### config.mk
export PLATFORM = sky130hd
export DESIGN_NAME = cacheWay
export DESIGN_NICKNAME = d
export VERILOG_FILES = /design/src/rtl/cachePkg.sv /design/src/rtl/cacheWay.sv
export SDC_FILE = /design/constraint.sdc
export NUM_CORES = 1
export LEC_CHECK = 0
export ABC_AREA = 1
export BUFFER_PORTS_ARGS = -buffer_cell sky130_fd_sc_hd__buf_2
export CAP_MARGIN = 20
export CORE_ASPECT_RATIO = 0.6
export CORE_MARGIN = 2
export CORE_UTILIZATION = 35
export DETAILED_ROUTE_END_ITERATION = 7
export GPL_TIMING_DRIVEN = 0
export PLACE_DENSITY = 0.51
export SETUP_SLACK_MARGIN = 0.2
export SLEW_MARGIN = 20
export SYNTH_ARGS = -nofsm -noshare
export SYNTH_HDL_FRONTEND = slang
export SYNTH_SLANG_ARGS = --single-unit
export TNS_END_PERCENT = 20
### constraint.sdc
create_clock -name clk -period 1.9 [get_ports clk]
set_clock_uncertainty 0.05 [all_clocks]
set_input_delay 0.19 -clock clk [delete_from_list [all_inputs] [get_ports clk]]
set_output_delay 0.19 -clock clk [all_outputs]
set_load 0.03 [all_outputs]
### src/rtl/cachePkg.sv
package cachePkg;

  // cache geometry, 8 sets x 2 ways, one word per line
  localparam int wayNum = 2;
  localparam int setNum = 8;
  localparam int setBits = 3;     // address bits 4:2
  localparam int offsetBits = 2;  // address bits 1:0
  localparam int tagBits = 27;    // address bits 31:5

  // backing memory, 256 words
  localparam int memAddrBits = 8;
  localparam int memLatency = 3;  // read strobe to memValid, in cycles

  // opcode held in the lookup stage
  typedef enum logic [1:0] {
    reqNone,
    reqLoad,
    reqStore
  } reqKindT;

  // load miss sequence
  typedef enum logic [1:0] {
    missIdle,  // lookup, read issued here on a miss
    missRead,  // waiting for memValid
    missFill   // line written, result returned
  } missStateT;

endpackage

### src/rtl/cacheWay.sv
`timescale 1ns/10ps

module cacheWay (
  input  logic                               clk,
  input  logic                               rstN,
  input  logic [cachePkg::setBits-1:0]       lookupSet,
  input  logic [cachePkg::tagBits-1:0]       lookupTag,
  input  logic [7:0]                         lookupByte,
  input  logic [cachePkg::offsetBits-1:0]    lookupOffset,
  input  logic [31:0]                        fillWord,
  input  logic                               fillEnable,
  input  logic                               storeEnable,
  output logic                               wayHit,
  output logic [31:0]                        wayWord
);

  logic [cachePkg::setNum-1:0] validBits;
  logic [cachePkg::tagBits-1:0] tagMem [cachePkg::setNum];
  logic [31:0] dataMem [cachePkg::setNum];

  // tag compare on the looked-up set
  assign wayHit = validBits[lookupSet] && (tagMem[lookupSet] == lookupTag);
  assign wayWord = dataMem[lookupSet];

  always_ff @(posedge clk or negedge rstN) begin
    if (!rstN) begin
      validBits <= '0;
    end else if (fillEnable) begin
      validBits[lookupSet] <= 1'b1;
    end
  end

  always_ff @(posedge clk) begin
    if (fillEnable) begin
      tagMem[lookupSet] <= lookupTag;
      dataMem[lookupSet] <= fillWord;  // whole line
    end else if (storeEnable) begin
      // store hit, one lane only
      dataMem[lookupSet][{lookupOffset, 3'b000} +: 8] <= lookupByte;
    end
  end

endmodule

==> impl_metrics.yaml <==
power_and_ir_drop:
  powerDensity_mw_per_mm2: 944.6
  ir_drop_mv: 0.7192
  leakagePower_nw: 9.895
yosys:
  synth_cell_types: 26
  yosys_warnings: 0
  syn_avg_cell_area_um2: 11.93
  ys.flop_type: "edfxtp_1"
  synth_area_mm2: 0.01978
  synth_edf_count: 472
  syn_nets: 1739
  syn_inst: 1658
  ys_seq_area_share_pct: 72.65
  async_flop_share_pct: 1.667
  ys_seq_elements: 480
run_status:
  outcome: "finished, violations left"
  violations: "negative setup slack"
hold_path:
  hold_path.class: "input pin to flip-flop"
detailed_routing:
  vias: 13802
  postRouteAntennaNets: 0
  drt-total-wl_um: 62280
  met1_length_um: 30440
  met3_length_um: 5508
  top_layer_used: "met5"
  drc: 0
  dr_wl_met2_um: 25410
  first_pass_iters: 5
  post_drt_wl_per_cell_um: 22.85
  drt-initial-drc-count: 1551
  routed_via_density: 5.063
clock_tree:
  worstSkewPairLatency_ns: 0.55
  cts-root-buf: "clkbuf_16"
  clockBufferDepth: 3
  numClockSinks: 480
  cts_buffers: 48
  tritoncts: "done"
  htree_levels: 2
  clkTransAtPathRegs_ns: 0.06
sta:
  period_minus_slack_ns: 2.494
  fin_crit_sh_pct: 131.3
  rsz0062_at_grt: "yes"
  setup_tns_ns: -10.07
  fmax_ghz: 0.4010
  hold_viol: 0
  max_slew_margin_pct: 42.79
  setup_violations: 34
  drv_slew: 0
  max_slew.worst_pin.slew_ns: 0.8550
  timing.final.ws_setup_ns: -0.5940
global_routing:
  grt_start_max_net_pins: 18
  grt_pass1_wl_um: 87360
  grt_pass1_vias: 12797
  grt-ovfl-total: 0
  antenna_found_initial: 1
  track_usage_pct: 20.66
floorplanning:
  start_util_pct: 35.44
  fp.dieH_um: 188.2
  num_rows: 67
  die_w_um: 310.9
  core_mm2: 0.05583
  dieArea_mm2: 0.05851
  ios: 109
final_layout:
  area_growth_pct: 29.55
  instances_no_fill: 2726
  post-route-util_pct: 45.91
  drive_above_1_share_pct: 24.45
  final_nets: 2011
  nFillCells: 5117
  diodes: 0
placed_design:
  place_hpwl_um: 39720
  port_buffers: 107
  routabilityCongestion: 0.9342
  dp_cells: 2530
flow_run:
  cap_violations: 0
critical_path:
  startpoint_type: "flip-flop"
  timing.critical_path.fanout_max: 2
  arrival_ns: 2.25
  path_class: "flip-flop to output pin"
  crit_required_ns: 1.66
  crit_path_end_kind: "output pin"
==> routing by layer <==
metal	vias to the layer above	GRT usage (%)
met5	-	0
met4	2	3.920
met3	71	4.490
met2	532	28.73
met1	6887	32.84
li1	6310	-
==> area by class of cell <==
| class | count | area, um2 | share of cell area [%] |
|---|---|---|---|
| buffer | 64 | 686.9 | 2.680 |
| clock buffer | 56 | 1231 | 4.804 |
| clock inverter | 31 | 316.6 | 1.235 |
| inverter | 205 | 815.8 | 3.183 |
| multi-input combinational | 911 | 5264 | 20.54 |
| sequential | 480 | 14370 | 56.08 |
| tap | 759 | 949.7 | 3.705 |
| timing repair buffer | 220 | 1993 | 7.776 |
==> synthesized netlist by cell type, types with 6 or more instances <==
| master | number | share of area [%] |
|---|---|---|
| a22oi_1 | 49 | 1.9 |
| dfrtp_1 | 8 | 1.0 |
| nand4_1 | 25 | 0.79 |
| o21ai_0 | 61 | 1.5 |
| a221oi_1 | 31 | 1.4 |
| or2_2 | 11 | 0.35 |
| nand3_1 | 115 | 2.9 |
| buf_4 | 6 | 0.23 |
| clkbuf_1 | 17 | 0.32 |
| buf_2 | 41 | 1.0 |
| edfxtp_1 | 472 | 72 |
| o21bai_1 | 20 | 0.76 |
| a22o_1 | 12 | 0.53 |
| inv_1 | 199 | 3.8 |
| nand2_1 | 437 | 8.3 |
| o21ai_1 | 9 | 0.23 |
| nor2_1 | 114 | 2.2 |
==> flip-flops by register name (all words and copies together) (netlist names) <==
signal and cells:
tagMem 216, validBits 8, dataMem 256
==> stage by stage <==
stage                     setup slack [ns]  instance area (um2)  hold slack (ns)  power (mW)
final                              -0.5940                25630          0.04056       24.21
after global routing               -0.7400                25630          0.05322       24.94
after CTS                          -0.6039                24410          0.05217       24.01
after detailed placement            -1.354                21560        -0.007704       14.25
after global placement              -1.521                21410         -0.01332       14.20
after floorplan                   0.003805                19920          -0.1556       13.39
==> worst max-delay path, stage by stage (launching register included) <==
cell      delay (ns)
edfxtp_1        0.36
or2_2           0.29
nand3_2         0.07
nand2_1         0.07
o21bai_1        0.15
nand2_2         0.12
nor2_1          0.11
nand2_1         0.06
nor2_1          0.08
nand2_1         0.07
nor2_2          0.16
buf_6           0.15
==> placed cells by master, fill, tap and decap left out, drive strengths merged <==
master,synthesis,routed
nand3,115,115
nor2,117,119
a22oi,49,49
a22o,12,12
clkinvlp,0,8
inv,204,200
o21bai,20,20
nand2,441,441
clkinv,1,22
a221oi,31,31
dlygate4sd3,0,29
o211ai,5,5
o21ai,70,70
edfxtp,472,472
bufinv,0,6
nand3b,5,5
or2,12,12
nand4,25,25
dfrtp,8,8
a21oi,2,2
buf,47,237
clkbuf,17,74
ha,5,5
==> report_power, final <==
group          internal, mW  switching, mW
logic                 0.886           1.64
registers              12.0         0.0977
clock network          5.46           4.10
==> kinds of logic (layout without fill, tap and decap cells) <==
logic type,count (synthesis),count (layout),synth area share [%]
compound gates,189,189,6.533
simple gates,715,717,15.02
fa+ha+maj,5,5,0.3162
buf+inv,269,576,5.477
flops,480,480,72.65
==> path summary, 6_finish.rpt <==
check	to	cells past startpoint	from	slack (ns)
max	wayHit	11	tagMem[2][3]	-0.59
min	dataMem[2][31]	3	fillWord[31]	0.04
min in group asynchronous	validBits[3]	3	rstN	0.66
max reg2reg	validBits[3]	1	validBits[3]	1.06
max in group asynchronous	validBits[1]	3	rstN	0.86
min reg2reg	validBits[0]	2	validBits[0]	0.41
==> repair_timing <==
| item | 4_1_cts | 5_1_grt |
|---|---|---|
| setup buffers | 32 | 40 |
| cloned | 3 | 4 |
| endpoints found under the setup margin | 604 | 601 |
| pin swaps | 18 | 55 |
| hold buffers | 29 | 0 |
| hold endpoints to repair | 224 | 0 |
| resized for setup | 179 | 225 |
No activity file was read; power rests on OpenSTA's default activity.
