==> config.mk <==
export PLATFORM = sky130hd
export DESIGN_NAME = cacheRequest
export DESIGN_NICKNAME = d
export VERILOG_FILES = /design/src/rtl/cachePkg.sv /design/src/rtl/cacheRequest.sv
export SDC_FILE = /design/constraint.sdc
export NUM_CORES = 1
export LEC_CHECK = 0
export BUFFER_PORTS_ARGS = -buffer_cell sky130_fd_sc_hd__buf_2
export CORE_MARGIN = 2
export CORE_UTILIZATION = 36
export DETAILED_ROUTE_END_ITERATION = 7
export HOLD_SLACK_MARGIN = 0.15
export PLACE_DENSITY = 0.73
export SYNTH_ARGS = -nofsm -noshare
export SYNTH_HDL_FRONTEND = slang
export SYNTH_SLANG_ARGS = --single-unit
==> constraint.sdc <==
create_clock -name clk -period 1.86 [get_ports clk]
set_clock_uncertainty 0.15 [all_clocks]
set_input_delay 0.372 -clock clk [delete_from_list [all_inputs] [get_ports clk]]
set_output_delay 0.372 -clock clk [all_outputs]
set_load 0.02 [all_outputs]
==> src/rtl/cachePkg.sv <==
package cachePkg;

  // cache geometry, 8 sets x 2 ways, one word per line
  localparam int wayNum = 2;
  localparam int setNum = 8;
  localparam int setBits = 3;     // address bits 4:2
  localparam int offsetBits = 2;  // address bits 1:0
  localparam int tagBits = 27;    // address bits 31:5

  // backing memory, 256 words
  localparam int memAddrBits = 8;
  localparam int memLatency = 3;  // read strobe to memValid, in cycles

  // opcode held in the lookup stage
  typedef enum logic [1:0] {
    reqNone,
    reqLoad,
    reqStore
  } reqKindT;

  // load miss sequence
  typedef enum logic [1:0] {
    missIdle,  // lookup, read issued here on a miss
    missRead,  // waiting for memValid
    missFill   // line written, result returned
  } missStateT;

endpackage

==> src/rtl/cacheRequest.sv <==
`timescale 1ns/10ps

module cacheRequest (
  input  logic                                clk,
  input  logic                                rstN,
  input  logic                                loadReq,
  input  logic                                storeReq,
  input  logic [31:0]                         address,
  input  logic [7:0]                          storeData,
  input  logic                                hit,
  input  logic                                memValid,
  output logic [cachePkg::setBits-1:0]        lookupSet,
  output logic [cachePkg::tagBits-1:0]        lookupTag,
  output logic [cachePkg::offsetBits-1:0]     lookupOffset,
  output cachePkg::reqKindT                   lookupKind,
  output logic [7:0]                          lookupByte,
  output logic                                fillEn,
  output logic                                busy,
  output logic                                loadValid,
  output logic                                memRead,
  output logic                                memWrite,
  output logic [cachePkg::memAddrBits-1:0]    memAddr,
  output logic [3:0]                          memByteEn
);

  localparam int setLow = cachePkg::offsetBits;
  localparam int tagLow = cachePkg::offsetBits + cachePkg::setBits;

  cachePkg::missStateT missState;
  logic accept;
  logic loadMiss;

  // miss is only seen in the first lookup cycle of a load
  assign loadMiss = (missState == cachePkg::missIdle) && (lookupKind == cachePkg::reqLoad) && !hit;

  assign busy = loadMiss || (missState == cachePkg::missRead);
  assign accept = (loadReq || storeReq) && !busy;

  assign memRead = loadMiss;  // single pulse, state leaves missIdle next edge
  assign fillEn = (missState == cachePkg::missRead) && memValid;
  assign loadValid = ((missState == cachePkg::missIdle) && (lookupKind == cachePkg::reqLoad) && hit)
                     || (missState == cachePkg::missFill);

  // write-through, one byte lane per store
  assign memWrite = (lookupKind == cachePkg::reqStore);
  assign memByteEn = 4'b0001 << lookupOffset;
  assign memAddr = {lookupTag[cachePkg::memAddrBits-cachePkg::setBits-1:0], lookupSet};

  always_ff @(posedge clk or negedge rstN) begin
    if (!rstN) begin
      lookupKind <= cachePkg::reqNone;
    end else if (!busy) begin
      if (accept) begin
        lookupKind <= storeReq ? cachePkg::reqStore : cachePkg::reqLoad;
      end else begin
        lookupKind <= cachePkg::reqNone;  // stage empties
      end
    end
  end

  // request payload, held while busy
  always_ff @(posedge clk) begin
    if (accept) begin
      lookupOffset <= address[cachePkg::offsetBits-1:0];
      lookupSet <= address[tagLow-1:setLow];
      lookupTag <= address[31:tagLow];
      lookupByte <= storeData;
    end
  end

  always_ff @(posedge clk or negedge rstN) begin
    if (!rstN) begin
      missState <= cachePkg::missIdle;
    end else begin
      case (missState)
        cachePkg::missIdle: if (loadMiss) missState <= cachePkg::missRead;
        cachePkg::missRead: if (memValid) missState <= cachePkg::missFill;
        cachePkg::missFill: missState <= cachePkg::missIdle;  // loadValid cycle
        default: missState <= cachePkg::missIdle;
      endcase
    end
  end

endmodule

==> results.sh <==
export IMPL_busiest_layer="met2"
export IMPL_vias=1201
export IMPL_finalHoldViolations=0
export IMPL_swShare=0.2959
export IMPL_syn_area_mm2=0.001506
export IMPL_die_w_um=68.69
export IMPL_critPathMaxStageDelay_ps=520
export IMPL_fin_tns_setup_ps=0
export IMPL_path_cells="dlygate4sd3_1 -> buf_2 -> and2_1 -> buf_6"
export IMPL_synth_edff_count=40
export IMPL_fp_row_count=23
export IMPL_p_int_uw=1964
export IMPL_setup_viol=0
export IMPL_crit_required_ps=1340
export IMPL_critPathKind="in2out"
export IMPL_synth_seq_cells=44
export IMPL_cts_sinks=44
export IMPL_use_met2=0.2800
export IMPL_drt_wirelength_per_cell_um=12.75
export IMPL_max_slew_margin=0.8210
export IMPL_p_leak_uw=0.001172
export IMPL_yosysSeqAreaShare=0.8638
export IMPL_cts_max_level=2
export IMPL_p_seq_frac=0.487
export IMPL_reg2reg_depth=4
export IMPL_final_area_mm2=0.002594
export IMPL_synth_area_per_cell_um2=19.56
export IMPL_worst_slew_pin_slew_ps=264.3
export IMPL_tritoncts="built"
export IMPL_portBuffers=104
export IMPL_grt_pass1_wl_um=4905
export IMPL_rsz0062_at_grt="false"
export IMPL_combPwrFrac=0.277
export IMPL_synth_top_cells_by_count="edfxtp_1, buf_4, nor2_1"
export IMPL_worst_path_buf_inv=3
export IMPL_drive_gt1_frac=0.5315
export IMPL_syn_num_nets=123
export IMPL_use_met3=0.06169
export IMPL_worstHoldEndpoint="lookupKind[1]"
export IMPL_numCtsBuffers=5
export IMPL_ctsRootBufferMaster="clkbuf_8"
export IMPL_fin_cells=272
export IMPL_start_util=0.3766
export IMPL_hp_class="in2reg"
export IMPL_async_flop_share=0.09091
export IMPL_grt_use_met1=0.1395
export IMPL_pin_count=105
export IMPL_drtAntennaViolNets=0
export IMPL_synth_cells=77
export IMPL_diodes=0
export IMPL_power_switching_uw=825.3
export IMPL_end_kind="output pin"
export IMPL_yosysMostFrequentCell="edfxtp_1"
export IMPL_r2r_start="missState[0]"
export IMPL_clk_path_buf_depth=2
export IMPL_cpMaxStageDelayCell="dlygate4sd3_1"
export IMPL_crit_path_start_kind="input port"
export IMPL_drt_iter0_drc=82
export IMPL_fin_ws_ps=44.60
export IMPL_grt_total_usage=0.1492
export IMPL_max_freq_mhz=550.8
export IMPL_drv_slew=0
export IMPL_peakVddDrop_mv=0.6497
export IMPL_crit_cells=4
export IMPL_avgViaCountPerCell=4.415
export IMPL_min_period_ps=1815
export IMPL_dp_cells=224
export IMPL_antenna_found_initial=0
export IMPL_post_cts_buffers=0
export IMPL_pre_cts_ws_ps=288.4
export IMPL_cp_top_family="buffers and inverters"
export IMPL_synth_top_area_frac=0.7973
export IMPL_whs_path_depth=2
export IMPL_min_period_over_period=0.9760
export IMPL_synth_largest_area_cell="edfxtp_1"
export IMPL_gp_congestion=0.7312
export IMPL_firstDrtPassIters=4
export IMPL_syn_to_final_growth_pct=72.18
export IMPL_postPlaceCellArea_mm2=0.002057
export IMPL_nets=269
export IMPL_r2r_setup_slack_ps=350
export IMPL_wirelength_um=3467
export IMPL_p_clk_frac=0.237
export IMPL_drc=0
export IMPL_dieArea_mm2=0.004718
export IMPL_clock_latency_ps=280
export IMPL_crit_fanout=3
export IMPL_path_clk_slew_ps=70
export IMPL_status="finished, final reports clean"
export IMPL_min_from="storeReq"
export IMPL_arrival_ps=1290
export IMPL_yosys_most_used_dff="edfxtp_1"
export IMPL_die_h_um=68.69
export IMPL_fillerInstances=300
export IMPL_coreArea_mm2=0.004000
export IMPL_crit_reg2reg_capture="lookupTag[17]"
export IMPL_overflow=0
export IMPL_ys_warn_count=0
export IMPL_cap_viol_max_count=0
export IMPL_grt_max_degree=41
export IMPL_synth_distinct_cells=17
export IMPL_first_global_vias=1154
export IMPL_pwr_density_cell_mw_per_mm2=1075
export IMPL_synth_area_leaders="edfxtp_1, dfrtp_1, buf_4"
export IMPL_dp_hpwl_um=2267
[cells in the final DEF, fill, tap and decap left out]
cell type,Yosys,layout
buf_4,8,1
nand2_1,1,1
nor2_1,6,5
buf_2,0,102
nor2_2,0,1
buf_6,0,1
dlygate4sd3_1,0,42
inv_2,1,1
o311ai_1,1,1
bufinv_16,0,1
nor2b_4,1,1
o211a_4,0,1
a31oi_1,2,2
inv_1,3,3
clkbuf_8,0,5
o32a_2,1,1
and2_1,3,3
buf_12,0,1
edfxtp_1,40,40
dfrtp_2,0,1
nor2b_1,2,2
a21oi_1,1,1
o22ai_1,1,1
dfrtp_1,4,3
nand3_2,0,1
[state kept, by name, summed over array words and instances, names as in the netlist]
register and flops:
lookupSet 3, lookupKind 2, missState 2, lookupTag 27, lookupByte 8, lookupOffset 2
[power by group through the flow]
stage	sequential (uW)	combinational, uW	clock (uW)
detailed placement	1380	697	0
global placement	1360	694	0
finish	1360	772	660
CTS	1350	768	689
global route	1380	834	730
floorplan	1570	246	0
[metrics by stage]
step | power (uW) | hold slack (ps) | util
after floorplan | 1815 | -73.59 | -
after global placement | 2058 | 32.47 | 0.5142
after detailed placement | 2073 | 34.19 | 0.5142
after CTS | 2811 | 189.7 | 0.6440
after global routing | 2942 | 200.1 | 0.6484
final | 2789 | 203.7 | 0.6484
[layer usage]
layer / up-vias / wire length [um]
met1: 552 / 1231
li1: 567 / -
met4: 0 / 55
met3: 6 / 405
met2: 76 / 1775
met5: - / 0
[worst max path at each step]
stage                  startpoint             to  slack [ps]
detailed placement            hit   lookupTag[1]         290
global placement              hit   lookupTag[1]         300
global route         missState[1]        memRead           4
floorplan           lookupKind[1]  lookupByte[0]         240
finish                   memValid         fillEn          40
CTS                  missState[1]        memRead           8
[timing repair]
action	in CTS	in global routing
hold buffers	42	0
hold endpoints to repair	45	0
setup endpoints to repair	0	2
resized for setup	0	6
[layout make-up]
type | instances | area [um^2] | area share
Multi-Input combinational cell | 21 | 145.1 | 0.05596
Inverter | 4 | 15.01 | 0.005789
Clock buffer | 5 | 68.82 | 0.02653
Tap cell | 50 | 62.56 | 0.02412
Clock inverter | 1 | 30.03 | 0.01158
Sequential cell | 44 | 1303 | 0.5022
Timing Repair Buffer | 147 | 969.7 | 0.3739
[logic make-up after synthesis]
family	count (synthesis)	synth area share
simple gates	14	0.05066
flops	44	0.8638
buf+inv	12	0.04983
compound gates	7	0.03571
Power figures use the tool's default switching activity.
